File: src/logic/cpu_macros.svh
////////////////////
// Widths and reset values for the pipelined core
// Changing WORD_W alone is not supported, the decode assumes 32-bit MIPS fields
////////////////////
`ifndef CPU_MACROS_SVH
`define CPU_MACROS_SVH

// Datapath and register file widths
`define WORD_W     32
`define REG_ADDR_W 5

// Instruction fields
`define OPCODE_W   6
`define FUNCT_W    6

// Fetch starts here after reset
`define PC_INIT    32'h0000_0000

`endif

File: src/logic/cpuTypesPkg.sv
////////////////////
// Shared types of the pipelined core
// Opcode and funct values follow MIPS, HALT is all ones
////////////////////
`include "cpu_macros.svh"

package cpuTypesPkg;

  typedef logic [`WORD_W-1:0]     word_t;
  typedef logic [`REG_ADDR_W-1:0] regAddr_t;

  // Kept subset of the MIPS opcodes
  typedef enum logic [`OPCODE_W-1:0] {
    RTYPE = 6'h00,
    J     = 6'h02,
    BEQ   = 6'h04,
    BNE   = 6'h05,
    ADDIU = 6'h09,
    ORI   = 6'h0d,
    LUI   = 6'h0f,
    LW    = 6'h23,
    SW    = 6'h2b,
    HALT  = 6'h3f
  } opcode_t;

  // R-type function codes
  typedef enum logic [`FUNCT_W-1:0] {
    ADDU = 6'h21,
    SUBU = 6'h23,
    AND  = 6'h24,
    OR   = 6'h25
  } funct_t;

  typedef enum logic [1:0] {ALU_ADD, ALU_SUB, ALU_AND, ALU_OR} aluOp_t;

  // Operand source for the execute stage
  typedef enum logic [1:0] {FWD_NONE, FWD_MEM, FWD_WB} fwdSel_t;

  typedef enum logic [1:0] {BR_NONE, BR_EQ, BR_NE, BR_JUMP} branchType_t;

endpackage

File: src/logic/fetchStage.sv
////////////////////
// PC and fetch/decode register
// A flush clears the instruction to zero, which decodes as a no-op
////////////////////
`timescale 1ns/1ps
`include "cpu_macros.svh"

module fetchStage (
  input  logic               CLK,
  input  logic               nRST,
  input  logic               pcEn,
  input  logic               ifIdEn,
  input  logic               ifIdFlush,
  input  logic               redirect,
  input  cpuTypesPkg::word_t redirectPc,
  input  cpuTypesPkg::word_t imemload,
  output cpuTypesPkg::word_t imemaddr,
  output cpuTypesPkg::word_t ifInstr,
  output cpuTypesPkg::word_t ifPcInc
);
  import cpuTypesPkg::*;

  word_t pcInc;

  assign pcInc = imemaddr + 32'd4;

  // Program counter, redirect wins over sequential
  always_ff @(posedge CLK, negedge nRST) begin
    if (!nRST) begin
      imemaddr <= `PC_INIT;
    end else if (pcEn) begin
      imemaddr <= redirect ? redirectPc : pcInc;
    end
  end

  // Fetch/decode register
  always_ff @(posedge CLK, negedge nRST) begin
    if (!nRST) begin
      ifInstr <= '0;
      ifPcInc <= '0;
    end else if (ifIdFlush) begin
      ifInstr <= '0;
      ifPcInc <= '0;
    end else if (ifIdEn) begin
      ifInstr <= imemload;
      ifPcInc <= pcInc;
    end
  end

  // Branch targets from execute must keep fetch word aligned
  assert property (@(posedge CLK) disable iff (!nRST) imemaddr[1:0] == 2'b00)
    else $error("fetchStage: unaligned imemaddr %h", imemaddr);

endmodule

File: src/logic/decodeStage.sv
////////////////////
// Decode, register file and decode/execute register
// Unknown opcodes and functs decode as bubbles
// Register file writes on the edge and bypasses the write to a same-cycle read
////////////////////
`timescale 1ns/1ps
`include "cpu_macros.svh"

module decodeStage (
  input  logic                     CLK,
  input  logic                     nRST,
  input  cpuTypesPkg::word_t       ifInstr,
  input  cpuTypesPkg::word_t       ifPcInc,
  input  logic                     idExEn,
  input  logic                     idExFlush,
  input  logic                     wbWrite,
  input  cpuTypesPkg::regAddr_t    wbDest,
  input  cpuTypesPkg::word_t       wbData,
  output cpuTypesPkg::regAddr_t    idRs,
  output cpuTypesPkg::regAddr_t    idRt,
  output cpuTypesPkg::aluOp_t      exAluOp,
  output logic                     exUseImm,
  output logic                     exLui,
  output cpuTypesPkg::branchType_t exBranch,
  output logic                     exRegWrite,
  output logic                     exMemRead,
  output logic                     exMemWrite,
  output logic                     exHalt,
  output cpuTypesPkg::regAddr_t    exRs,
  output cpuTypesPkg::regAddr_t    exRt,
  output cpuTypesPkg::regAddr_t    exDest,
  output cpuTypesPkg::word_t       exBusA,
  output cpuTypesPkg::word_t       exBusB,
  output cpuTypesPkg::word_t       exImm,
  output cpuTypesPkg::word_t       exPcInc,
  output cpuTypesPkg::word_t       exJumpTarget
);
  import cpuTypesPkg::*;

  opcode_t opcode;
  funct_t funct;
  regAddr_t rd;
  aluOp_t aluOp;
  branchType_t branch;
  logic useImm, lui, regWrite, memRead, memWrite, isHalt, zeroExt;
  regAddr_t dest;
  word_t imm, jumpTarget;
  word_t regFile [2**`REG_ADDR_W];

  // Register 0 reads zero, a pending write shows through
  function automatic word_t readReg(regAddr_t sel);
    if (sel == '0) begin
      return '0;
    end else if (wbWrite && (wbDest == sel)) begin
      return wbData;
    end
    return regFile[sel];
  endfunction

  // Instruction fields
  assign opcode = opcode_t'(ifInstr[31:26]);
  assign funct  = funct_t'(ifInstr[5:0]);
  assign idRs   = ifInstr[25:21];
  assign idRt   = ifInstr[20:16];
  assign rd     = ifInstr[15:11];

  ////////////////////
  // Control decode
  always_comb begin
    aluOp    = ALU_ADD;
    branch   = BR_NONE;
    useImm   = 1'b0;
    lui      = 1'b0;
    regWrite = 1'b0;
    memRead  = 1'b0;
    memWrite = 1'b0;
    isHalt   = 1'b0;
    zeroExt  = 1'b0;
    dest     = idRt;
    case (opcode)
      RTYPE: begin
        dest     = rd;
        regWrite = 1'b1;
        case (funct)
          ADDU:    aluOp = ALU_ADD;
          SUBU:    aluOp = ALU_SUB;
          AND:     aluOp = ALU_AND;
          OR:      aluOp = ALU_OR;
          default: regWrite = 1'b0;
        endcase
      end
      ADDIU: begin
        useImm   = 1'b1;
        regWrite = 1'b1;
      end
      ORI: begin
        aluOp    = ALU_OR;
        useImm   = 1'b1;
        zeroExt  = 1'b1;
        regWrite = 1'b1;
      end
      LUI: begin
        lui      = 1'b1;
        regWrite = 1'b1;
      end
      LW: begin
        useImm   = 1'b1;
        regWrite = 1'b1;
        memRead  = 1'b1;
      end
      SW: begin
        useImm   = 1'b1;
        memWrite = 1'b1;
      end
      BEQ:     branch = BR_EQ;
      BNE:     branch = BR_NE;
      J:       branch = BR_JUMP;
      HALT:    isHalt = 1'b1;
      default: ;
    endcase
  end

  // Only ORI zero-extends
  assign imm = zeroExt ? {16'h0000, ifInstr[15:0]} : {{16{ifInstr[15]}}, ifInstr[15:0]};

  // Upper PC bits plus index
  assign jumpTarget = {ifPcInc[31:28], ifInstr[25:0], 2'b00};

  // Register file, no reset
  always_ff @(posedge CLK) begin
    if (wbWrite && (wbDest != '0)) begin
      regFile[wbDest] <= wbData;
    end
  end

  ////////////////////
  // Decode/execute register, control part
  always_ff @(posedge CLK, negedge nRST) begin
    if (!nRST) begin
      exAluOp    <= ALU_ADD;
      exBranch   <= BR_NONE;
      exUseImm   <= 1'b0;
      exLui      <= 1'b0;
      exRegWrite <= 1'b0;
      exMemRead  <= 1'b0;
      exMemWrite <= 1'b0;
      exHalt     <= 1'b0;
      exRs       <= '0;
      exRt       <= '0;
      exDest     <= '0;
    end else if (idExFlush) begin
      // Bubble
      exAluOp    <= ALU_ADD;
      exBranch   <= BR_NONE;
      exUseImm   <= 1'b0;
      exLui      <= 1'b0;
      exRegWrite <= 1'b0;
      exMemRead  <= 1'b0;
      exMemWrite <= 1'b0;
      exHalt     <= 1'b0;
      exRs       <= '0;
      exRt       <= '0;
      exDest     <= '0;
    end else if (idExEn) begin
      exAluOp    <= aluOp;
      exBranch   <= branch;
      exUseImm   <= useImm;
      exLui      <= lui;
      exRegWrite <= regWrite;
      exMemRead  <= memRead;
      exMemWrite <= memWrite;
      exHalt     <= isHalt;
      exRs       <= idRs;
      exRt       <= idRt;
      exDest     <= dest;
    end
  end

  // Payload part
  always_ff @(posedge CLK) begin
    if (idExEn) begin
      exBusA       <= readReg(idRs);
      exBusB       <= readReg(idRt);
      exImm        <= imm;
      exPcInc      <= ifPcInc;
      exJumpTarget <= jumpTarget;
    end
  end

endmodule

File: src/logic/executeStage.sv
////////////////////
// Forwarding, ALU, branch resolution, execute/memory register
// Branches and jumps resolve here, two younger slots are flushed
// memResult is also the data address
////////////////////
`timescale 1ns/1ps

module executeStage (
  input  logic                     CLK,
  input  logic                     nRST,
  input  logic                     exMemEn,
  input  cpuTypesPkg::aluOp_t      exAluOp,
  input  logic                     exUseImm,
  input  logic                     exLui,
  input  cpuTypesPkg::branchType_t exBranch,
  input  logic                     exRegWrite,
  input  logic                     exMemRead,
  input  logic                     exMemWrite,
  input  logic                     exHalt,
  input  cpuTypesPkg::regAddr_t    exRs,
  input  cpuTypesPkg::regAddr_t    exRt,
  input  cpuTypesPkg::regAddr_t    exDest,
  input  cpuTypesPkg::word_t       exBusA,
  input  cpuTypesPkg::word_t       exBusB,
  input  cpuTypesPkg::word_t       exImm,
  input  cpuTypesPkg::word_t       exPcInc,
  input  cpuTypesPkg::word_t       exJumpTarget,
  input  cpuTypesPkg::fwdSel_t     fwdA,
  input  cpuTypesPkg::fwdSel_t     fwdB,
  input  cpuTypesPkg::word_t       wbData,
  output logic                     redirect,
  output cpuTypesPkg::word_t       redirectPc,
  output logic                     memRead,
  output logic                     memWrite,
  output logic                     memRegWrite,
  output logic                     memHalt,
  output cpuTypesPkg::regAddr_t    memDest,
  output cpuTypesPkg::word_t       memResult,
  output cpuTypesPkg::word_t       memStore
);
  import cpuTypesPkg::*;

  word_t opA, opB, aluB, aluOut, result;

  // Forwarding muxes, memory stage value is our own memResult
  always_comb begin
    case (fwdA)
      FWD_MEM: opA = memResult;
      FWD_WB:  opA = wbData;
      default: opA = exBusA;
    endcase
    case (fwdB)
      FWD_MEM: opB = memResult;
      FWD_WB:  opB = wbData;
      default: opB = exBusB;
    endcase
  end

  assign aluB = exUseImm ? exImm : opB;

  always_comb begin
    case (exAluOp)
      ALU_SUB: aluOut = opA - aluB;
      ALU_AND: aluOut = opA & aluB;
      ALU_OR:  aluOut = opA | aluB;
      default: aluOut = opA + aluB;
    endcase
  end

  // LUI bypasses the ALU
  assign result = exLui ? {exImm[15:0], 16'h0000} : aluOut;

  ////////////////////
  // Branch and jump resolution
  always_comb begin
    case (exBranch)
      BR_EQ:   redirect = (opA == opB);
      BR_NE:   redirect = (opA != opB);
      BR_JUMP: redirect = 1'b1;
      default: redirect = 1'b0;
    endcase
  end

  assign redirectPc = (exBranch == BR_JUMP) ? exJumpTarget : exPcInc + (exImm << 2);

  // Execute/memory register, control part
  always_ff @(posedge CLK, negedge nRST) begin
    if (!nRST) begin
      memRead     <= 1'b0;
      memWrite    <= 1'b0;
      memRegWrite <= 1'b0;
      memHalt     <= 1'b0;
    end else if (exMemEn) begin
      memRead     <= exMemRead;
      memWrite    <= exMemWrite;
      memRegWrite <= exRegWrite;
      memHalt     <= exHalt;
    end
  end

  // Payload, store data already forwarded
  always_ff @(posedge CLK) begin
    if (exMemEn) begin
      memDest   <= exDest;
      memResult <= result;
      memStore  <= opB;
    end
  end

  // Decode never marks one instruction as both load and store
  assert property (@(posedge CLK) disable iff (!nRST) !(memRead && memWrite))
    else $error("executeStage: load and store together at %h", memResult);

endmodule

File: src/logic/memWriteback.sv
////////////////////
// Memory/writeback register, writeback select and halt
// Load data is captured on the advancing edge, when dhit is high
////////////////////
`timescale 1ns/1ps

module memWriteback (
  input  logic                  CLK,
  input  logic                  nRST,
  input  logic                  memWbEn,
  input  logic                  memRead,
  input  logic                  memRegWrite,
  input  logic                  memHalt,
  input  cpuTypesPkg::regAddr_t memDest,
  input  cpuTypesPkg::word_t    memResult,
  input  cpuTypesPkg::word_t    dmemload,
  output logic                  wbWrite,
  output cpuTypesPkg::regAddr_t wbDest,
  output cpuTypesPkg::word_t    wbData,
  output logic                  halt
);
  import cpuTypesPkg::*;

  logic wbRead;
  word_t wbResult, wbLoad;

  // Control flags
  always_ff @(posedge CLK, negedge nRST) begin
    if (!nRST) begin
      wbRead  <= 1'b0;
      wbWrite <= 1'b0;
      halt    <= 1'b0;
    end else if (memWbEn) begin
      wbRead  <= memRead;
      wbWrite <= memRegWrite;
      halt    <= memHalt;
    end
  end

  // Payload
  always_ff @(posedge CLK) begin
    if (memWbEn) begin
      wbDest   <= memDest;
      wbResult <= memResult;
      wbLoad   <= dmemload;
    end
  end

  assign wbData = wbRead ? wbLoad : wbResult;

endmodule

File: src/logic/hazardUnit.sv
////////////////////
// Enables, flushes, load-use stall and forwarding selects
// Everything is gated by the advance condition, so a miss freezes the pipe
////////////////////
`timescale 1ns/1ps

module hazardUnit (
  input  logic                  ihit,
  input  logic                  dhit,
  input  logic                  memRead,
  input  logic                  memWrite,
  input  cpuTypesPkg::regAddr_t idRs,
  input  cpuTypesPkg::regAddr_t idRt,
  input  cpuTypesPkg::regAddr_t exRs,
  input  cpuTypesPkg::regAddr_t exRt,
  input  cpuTypesPkg::regAddr_t exDest,
  input  logic                  exMemRead,
  input  logic                  redirect,
  input  cpuTypesPkg::regAddr_t memDest,
  input  logic                  memRegWrite,
  input  cpuTypesPkg::regAddr_t wbDest,
  input  logic                  wbWrite,
  output logic                  pcEn,
  output logic                  ifIdEn,
  output logic                  ifIdFlush,
  output logic                  idExEn,
  output logic                  idExFlush,
  output logic                  exMemEn,
  output logic                  memWbEn,
  output cpuTypesPkg::fwdSel_t  fwdA,
  output cpuTypesPkg::fwdSel_t  fwdB
);
  import cpuTypesPkg::*;

  logic advance, loadUse;

  // Memory stage wins over writeback
  // r0 is never forwarded
  function automatic fwdSel_t fwdFor(regAddr_t src);
    if (src == '0) begin
      return FWD_NONE;
    end else if (memRegWrite && (memDest == src)) begin
      return FWD_MEM;
    end else if (wbWrite && (wbDest == src)) begin
      return FWD_WB;
    end
    return FWD_NONE;
  endfunction

  always_comb begin
    fwdA = fwdFor(exRs);
    fwdB = fwdFor(exRt);
  end

  // Instruction present, and data done if a request is out
  assign advance = ihit && (dhit || !(memRead || memWrite));

  // Load in execute feeding the instruction in decode
  assign loadUse = exMemRead && ((exDest == idRs) || (exDest == idRt));

  ////////////////////
  always_comb begin
    // Load-use holds PC and fetch/decode
    pcEn      = advance && !loadUse;
    ifIdEn    = advance && !loadUse;
    idExEn    = advance;
    exMemEn   = advance;
    memWbEn   = advance;
    // Taken branch kills two younger slots
    ifIdFlush = advance && redirect;
    // Load-use inserts a bubble in decode/execute
    idExFlush = advance && (redirect || loadUse);

    // Fetch/decode is never flushed while held
    assert (!(ifIdFlush && !ifIdEn))
      else $error("hazardUnit: fetch/decode flushed while held");
  end

endmodule

File: src/logic/pipeDatapath.sv
////////////////////
// Five-stage pipelined datapath, top level
// Pipe advances only on ihit, and on dhit while a data request is out
// Memories must hold their hit while the request is unchanged
// halt stays high once HALT reaches memory/writeback
////////////////////
`timescale 1ns/1ps

module pipeDatapath (
  input  logic               CLK,
  input  logic               nRST,
  input  cpuTypesPkg::word_t imemload,
  input  logic               ihit,
  input  cpuTypesPkg::word_t dmemload,
  input  logic               dhit,
  output cpuTypesPkg::word_t imemaddr,
  output logic               imemREN,
  output logic               dmemREN,
  output logic               dmemWEN,
  output cpuTypesPkg::word_t dmemaddr,
  output cpuTypesPkg::word_t dmemstore,
  output logic               halt
);
  import cpuTypesPkg::*;

  // Enables, flushes, forwarding
  logic pcEn, ifIdEn, ifIdFlush, idExEn, idExFlush, exMemEn, memWbEn;
  fwdSel_t fwdA, fwdB;

  // Fetch to decode
  word_t ifInstr, ifPcInc;
  regAddr_t idRs, idRt;

  // Decode/execute register
  aluOp_t exAluOp;
  branchType_t exBranch;
  logic exUseImm, exLui, exRegWrite, exMemRead, exMemWrite, exHalt;
  regAddr_t exRs, exRt, exDest;
  word_t exBusA, exBusB, exImm, exPcInc, exJumpTarget;

  // Execute/memory register and redirect
  logic redirect;
  word_t redirectPc;
  logic memRead, memWrite, memRegWrite, memHalt;
  regAddr_t memDest;
  word_t memResult, memStore;

  // Writeback feedback
  logic wbWrite;
  regAddr_t wbDest;
  word_t wbData;

  fetchStage u_fetch (.*);
  decodeStage u_decode (.*);
  executeStage u_execute (.*);
  memWriteback u_memWb (.*);
  hazardUnit u_hazard (.*);

  // Data port straight off the execute/memory register
  assign dmemREN   = memRead;
  assign dmemWEN   = memWrite;
  assign dmemaddr  = memResult;
  assign dmemstore = memStore;

  // Stop fetching once halted
  assign imemREN = ~halt;

endmodule

File: config.mk
export PLATFORM = sky130hd
export DESIGN_NAME = pipeDatapath
export DESIGN_NICKNAME = d
export VERILOG_FILES = /design/src/logic/cpuTypesPkg.sv /design/src/logic/fetchStage.sv /design/src/logic/decodeStage.sv /design/src/logic/executeStage.sv /design/src/logic/memWriteback.sv /design/src/logic/hazardUnit.sv /design/src/logic/pipeDatapath.sv
export VERILOG_INCLUDE_DIRS = /design/src /design/src/logic
export SDC_FILE = /design/constraint.sdc
export NUM_CORES = 2
export LEC_CHECK = 0
export ABC_AREA = 1
export BUFFER_PORTS_ARGS = -buffer_cell sky130_fd_sc_hd__clkbuf_2
export CAP_MARGIN = 20
export CORE_UTILIZATION = 50
export DETAILED_ROUTE_END_ITERATION = 16
export PLACE_DENSITY_LB_ADDON = 0.12
export SLEW_MARGIN = 10
export SYNTH_ARGS = -nofsm -noshare
export SYNTH_HDL_FRONTEND = slang
export SYNTH_SLANG_ARGS = --single-unit
File: constraint.sdc
create_clock -name CLK -period 10.68 [get_ports CLK]
set_input_delay 2.136 -clock CLK [delete_from_list [all_inputs] [get_ports CLK]]
set_output_delay 2.136 -clock CLK [all_outputs]
set_load 0.005 [all_outputs]
==> reports/summary.txt <==
========================================================================================================
Post-detailed-route wirelength per cell ...................................................     27.60 um
Reg-to-reg setup timing slack .............................................................      3.73 ns
Leakage Power .............................................................................     30.62 nW
Clock period minus worst slack ............................................................     6.945 ns
VDD IR-drop max ...........................................................................  0.0001365 V
Crit share post-route .....................................................................       65.03%
Cell types occupying the most area after synthesis ........................................ sky130_fd_sc_hd__edfxtp_1, sky130_fd_sc_hd__o21ai_0, sky130_fd_sc_hd__nand2_1, sky130_fd_sc_hd__a21oi_1, sky130_fd_sc_hd__dfrtp_1
Average vias per placed instance ..........................................................        6.379
GPL Wtd Cong ..............................................................................       0.9978
Total track usage .........................................................................       36.54%
Synthesis-to-finish area growth ...........................................................       10.66%
Worst Setup Path Type ..................................................................... flip-flop to flip-flop
Transition time at the pin with the least slew margin .....................................     1.133 ns
RSZ-0062 raised after global routing ......................................................           no
Core area ................................................................................. 145,400 um^2
Placement Setup Slack .....................................................................     3.911 ns
Antenna violations before repair ..........................................................           17
Via count of the first global-routing pass ................................................       58,530
Yosys warnings ............................................................................            0
Worst setup SP type .......................................................................    flip-flop
Basic-gate share of the synthesized area counting and, or, nand and nor cells .............       13.51%
Number of vias in the routed layout .......................................................       63,703
Pin count of the biggest net entering global routing ......................................          190
Worst-case hold path end point ............................................................ u_decode.exPcInc[6]
Peak fanout along the critical path .......................................................           32
Share of cell area taken by muxes after synthesis .........................................           0%
Wire length the detailed router placed on met1 ............................................     107.6 mm
Count of final max-slew check failures ....................................................            0
Number of clock buffers inserted by TritonCTS .............................................          156
EDFF count, synth .........................................................................        1,285
Clock tree from TritonCTS .................................................................        built
Post-synthesis instance total .............................................................        7,986
Path type of the worst min-delay path ..................................................... flip-flop to flip-flop
Half-perimeter wire length after placement ................................................     166.2 mm
Count of unresolved DRC violations after routing ..........................................            0
Proportion of total power due to net switching ............................................       36.10%
Synth top area share ......................................................................       52.73%
Netlist Area Pre-Place ....................................................................  73,180 um^2
Post-CTS clock slew at the launch and capture registers of the worst setup and hold paths .      0.06 ns
Total of cells resized after clock tree synthesis .........................................            0
Accumulated negative setup slack ..........................................................         0 ns
Fraction of final layout cells sized beyond drive strength 1 ..............................       8.258%
Top cells by instance count after synthesis ............................................... sky130_fd_sc_hd__o21ai_0, sky130_fd_sc_hd__edfxtp_1, sky130_fd_sc_hd__nand2_1, sky130_fd_sc_hd__nor2_1, sky130_fd_sc_hd__inv_1
Adder-cell area share of the yosys netlist ................................................       1.269%
Net switching component of the power ......................................................     6.353 mW
# hold bufs at CTS ........................................................................            0
Fraction of synthesis flops using an asynchronous set or reset pin ........................       9.059%
CP endpoint kind ..........................................................................    flip-flop
Global-route wire length before repair ....................................................     395.1 mm
Antenna-violating nets left ...............................................................            0
Startpoint of the most critical register-to-register path ................................. u_memWb.wbDest[4]
Count of final setup violators ............................................................            0
Fraction of power consumed by combinational cells .........................................        27.9%
Largest stage delay on the critical path ..................................................      0.66 ns
Most frequently used cell type in the post-synthesis netlist .............................. sky130_fd_sc_hd__o21ai_0
Post-route worst setup slack ..............................................................     3.735 ns
Endpoint required time on the critical path ...............................................     11.20 ns
Int Pwr ...................................................................................     11.25 mW
Buffer depth of the longest clock path ....................................................            3
Mean area per synthesized cell ............................................................   9.163 um^2
Quantity of I/O buffers inserted on ports .................................................          167
Main synth FF type ........................................................................ sky130_fd_sc_hd__edfxtp_1
Routed wl met2 ............................................................................     123.0 mm
Remaining global-route overflow ...........................................................            0
Maximum clock skew at final layout ........................................................   0.05854 ns
Area enclosed by the die boundary ......................................................... 147,900 um^2
Sequential group share of total power .....................................................        42.2%
Worst-skew pair later-pin latency .........................................................      0.81 ns
CP startpoint ............................................................................. u_memWb.wbDest[4]
Hold violation count in the final report ..................................................            0
Most used cell, CP ........................................................................ sky130_fd_sc_hd__nand2_1
Cell with the largest stage delay on the worst path ....................................... sky130_fd_sc_hd__o21ai_0
Setup fix buffers added after clock tree synthesis ........................................            0
Launch instance of the worst min-delay path ............................................... u_fetch.ifPcInc[6]
Final Util ................................................................................       55.69%
H-tree levels .............................................................................            4
Die boundary width ........................................................................     384.6 um
I/O pin cnt ...............................................................................          168
Synth Area in Compound Gates ..............................................................       20.48%
Power density over cell area .............................................................. 217.3 nW/um^2
Count of state elements after synthesis ...................................................        1,413
Clock sink total ..........................................................................        1,413
Dominant combinational cell family by area after synthesis ................................ compound AO/OA/AOI/OAI gates
FP Rows ...................................................................................          140
Library cell occupying the most area in the post-synthesis netlist ........................ sky130_fd_sc_hd__edfxtp_1
Crit path arrival time ....................................................................      7.47 ns
Remaining max-slew budget at the tightest pin .............................................       24.47%
Xor/xnor share of the synthesized area ....................................................      0.9455%
Final net count ...........................................................................        8,087
Depth of the worst register-to-register path ..............................................           30
Maximum operating frequency ...............................................................    144.0 MHz
Number of DRC violations after detailed-routing iteration 0 ...............................        8,868
Initial Util ..............................................................................       50.33%
Height of the die .........................................................................     384.6 um
Max capacitance violation total ...........................................................            0
Count of different cell masters after synthesis ...........................................           49
Routed WL .................................................................................     275.6 mm
First-pass detailed-route iteration total .................................................            7
Root buf cell ............................................................................. sky130_fd_sc_hd__clkbuf_16
Outcome ...................................................................................    completed
Uppermost signal routing layer after detailed routing .....................................         met5
Instance count along the most critical hold path ..........................................            0
Clk network pwr share .....................................................................        29.9%
Sequential-to-total area share from yosys stat ............................................       57.11%
Wire length on met3 .......................................................................     30.66 mm
Worst hold slack ..........................................................................    0.4491 ns
End of the worst register-to-register path ................................................ u_execute.memResult[27]
========================================================================================================
-- final cells by class --
type,count,area [um^2]
inverters,717,2725
fillers,12843,64420
clock buffers,205,4209
diodes,4,10.01
multi-input cells,5333,26900
well taps,1917,2399
flip-flops and latches,1413,41820
clock inverters,72,701.9
repair buffers,325,2208
-- per-stage QoR --
stage                     power (mW)  cells  area (um^2)
after floorplan                10.22   8017        73290
after global placement         12.23   9701        75970
after detailed placement       12.27   9701        75970
after CTS                      17.47   9978        80880
after global routing           18.28   9984        80970
final                          17.60   9986        80970
-- power by group through the flow --
| stage | registers, mW | logic, mW | clock network, mW |
|---|---|---|---|
| global placement | 7.52 | 4.72 | 0 |
| global route | 7.45 | 5.33 | 5.50 |
| floorplan | 7.24 | 2.99 | 0 |
| CTS | 7.41 | 4.77 | 5.29 |
| detailed placement | 7.52 | 4.75 | 0 |
| finish | 7.42 | 4.92 | 5.26 |
-- flip-flops by register name, summed over array words and instances (netlist names), 12 cells and up --
register	flops
u_decode.regFile	1024
u_decode.exBusA	32
u_decode.exBusB	32
u_execute.memResult	32
u_execute.memStore	32
u_fetch.ifInstr	32
u_fetch.ifPcInc	32
u_fetch.imemaddr	32
u_memWb.wbLoad	32
u_memWb.wbResult	32
u_decode.exPcInc	31
u_decode.exImm	16
u_decode.exJumpTarget	12
-- cell families (layout without fill, tap and decap cells) --
kind of cell    after synthesis  in the layout
fa+ha+maj                    73             73
buf+inv                    1271           1319
compound gates             2758           2758
flops                      1413           1413
xor+xnor                     79             79
simple gates               2391           2391
other cells                   1             36
-- worst max path at each step --
stage	to	slack (ns)	depth (start not counted)
final	u_execute.memResult[27]	3.73	30
after global routing	u_execute.memResult[27]	3.22	32
after floorplan	u_decode.exDest[1]	3.96	7
after CTS	u_execute.memResult[27]	3.86	30
after global placement	u_execute.memResult[31]	3.99	35
after detailed placement	u_execute.memResult[27]	3.91	30
-- worst max-delay path: cells and delay by family, from the launching register on --
kind / cells / cell delay [ns]
adders and majority gates: 1 / 0.40
DFF: 1 / 0.60
and+or+nand+nor: 21 / 3.01
buffers and inverters: 3 / 0.79
AOI/OAI and AO/OA: 4 / 1.74
xor gates and xnor gates: 1 / 0.09
-- placed cells by master, fill, tap and decap left out, types with 8 or more instances in the layout --
cell,count
sky130_fd_sc_hd__a21oi_1,658
sky130_fd_sc_hd__a221oi_1,46
sky130_fd_sc_hd__a311oi_1,9
sky130_fd_sc_hd__a31oi_1,44
sky130_fd_sc_hd__a32o_1,8
sky130_fd_sc_hd__buf_12,10
sky130_fd_sc_hd__buf_4,144
sky130_fd_sc_hd__clkbuf_1,38
sky130_fd_sc_hd__clkbuf_16,157
sky130_fd_sc_hd__clkbuf_2,166
sky130_fd_sc_hd__clkbuf_8,10
sky130_fd_sc_hd__clkinv_1,26
sky130_fd_sc_hd__clkinv_2,23
sky130_fd_sc_hd__conb_1,32
sky130_fd_sc_hd__dfrtp_1,118
sky130_fd_sc_hd__edfxtp_1,1285
sky130_fd_sc_hd__ha_1,71
sky130_fd_sc_hd__inv_1,682
sky130_fd_sc_hd__inv_2,26
sky130_fd_sc_hd__nand2_1,1057
sky130_fd_sc_hd__nand3_1,431
sky130_fd_sc_hd__nand4_1,58
sky130_fd_sc_hd__nor2_1,724
sky130_fd_sc_hd__nor2_2,12
sky130_fd_sc_hd__nor2_4,38
sky130_fd_sc_hd__nor3_1,19
sky130_fd_sc_hd__nor4_1,13
sky130_fd_sc_hd__o211ai_1,89
sky130_fd_sc_hd__o21ai_0,1630
sky130_fd_sc_hd__o21ai_1,14
sky130_fd_sc_hd__o221ai_1,109
sky130_fd_sc_hd__o22ai_1,110
sky130_fd_sc_hd__or2_2,19
sky130_fd_sc_hd__xnor2_1,24
sky130_fd_sc_hd__xor2_1,55
-- per-layer routing --
layer	up-vias	GRT usage (%)
met3	758	6.915
met5	-	0
met2	4080	56.20
met4	14	17.53
li1	28199	-
met1	30652	49.85
No activity file was read; power rests on OpenSTA's default activity.
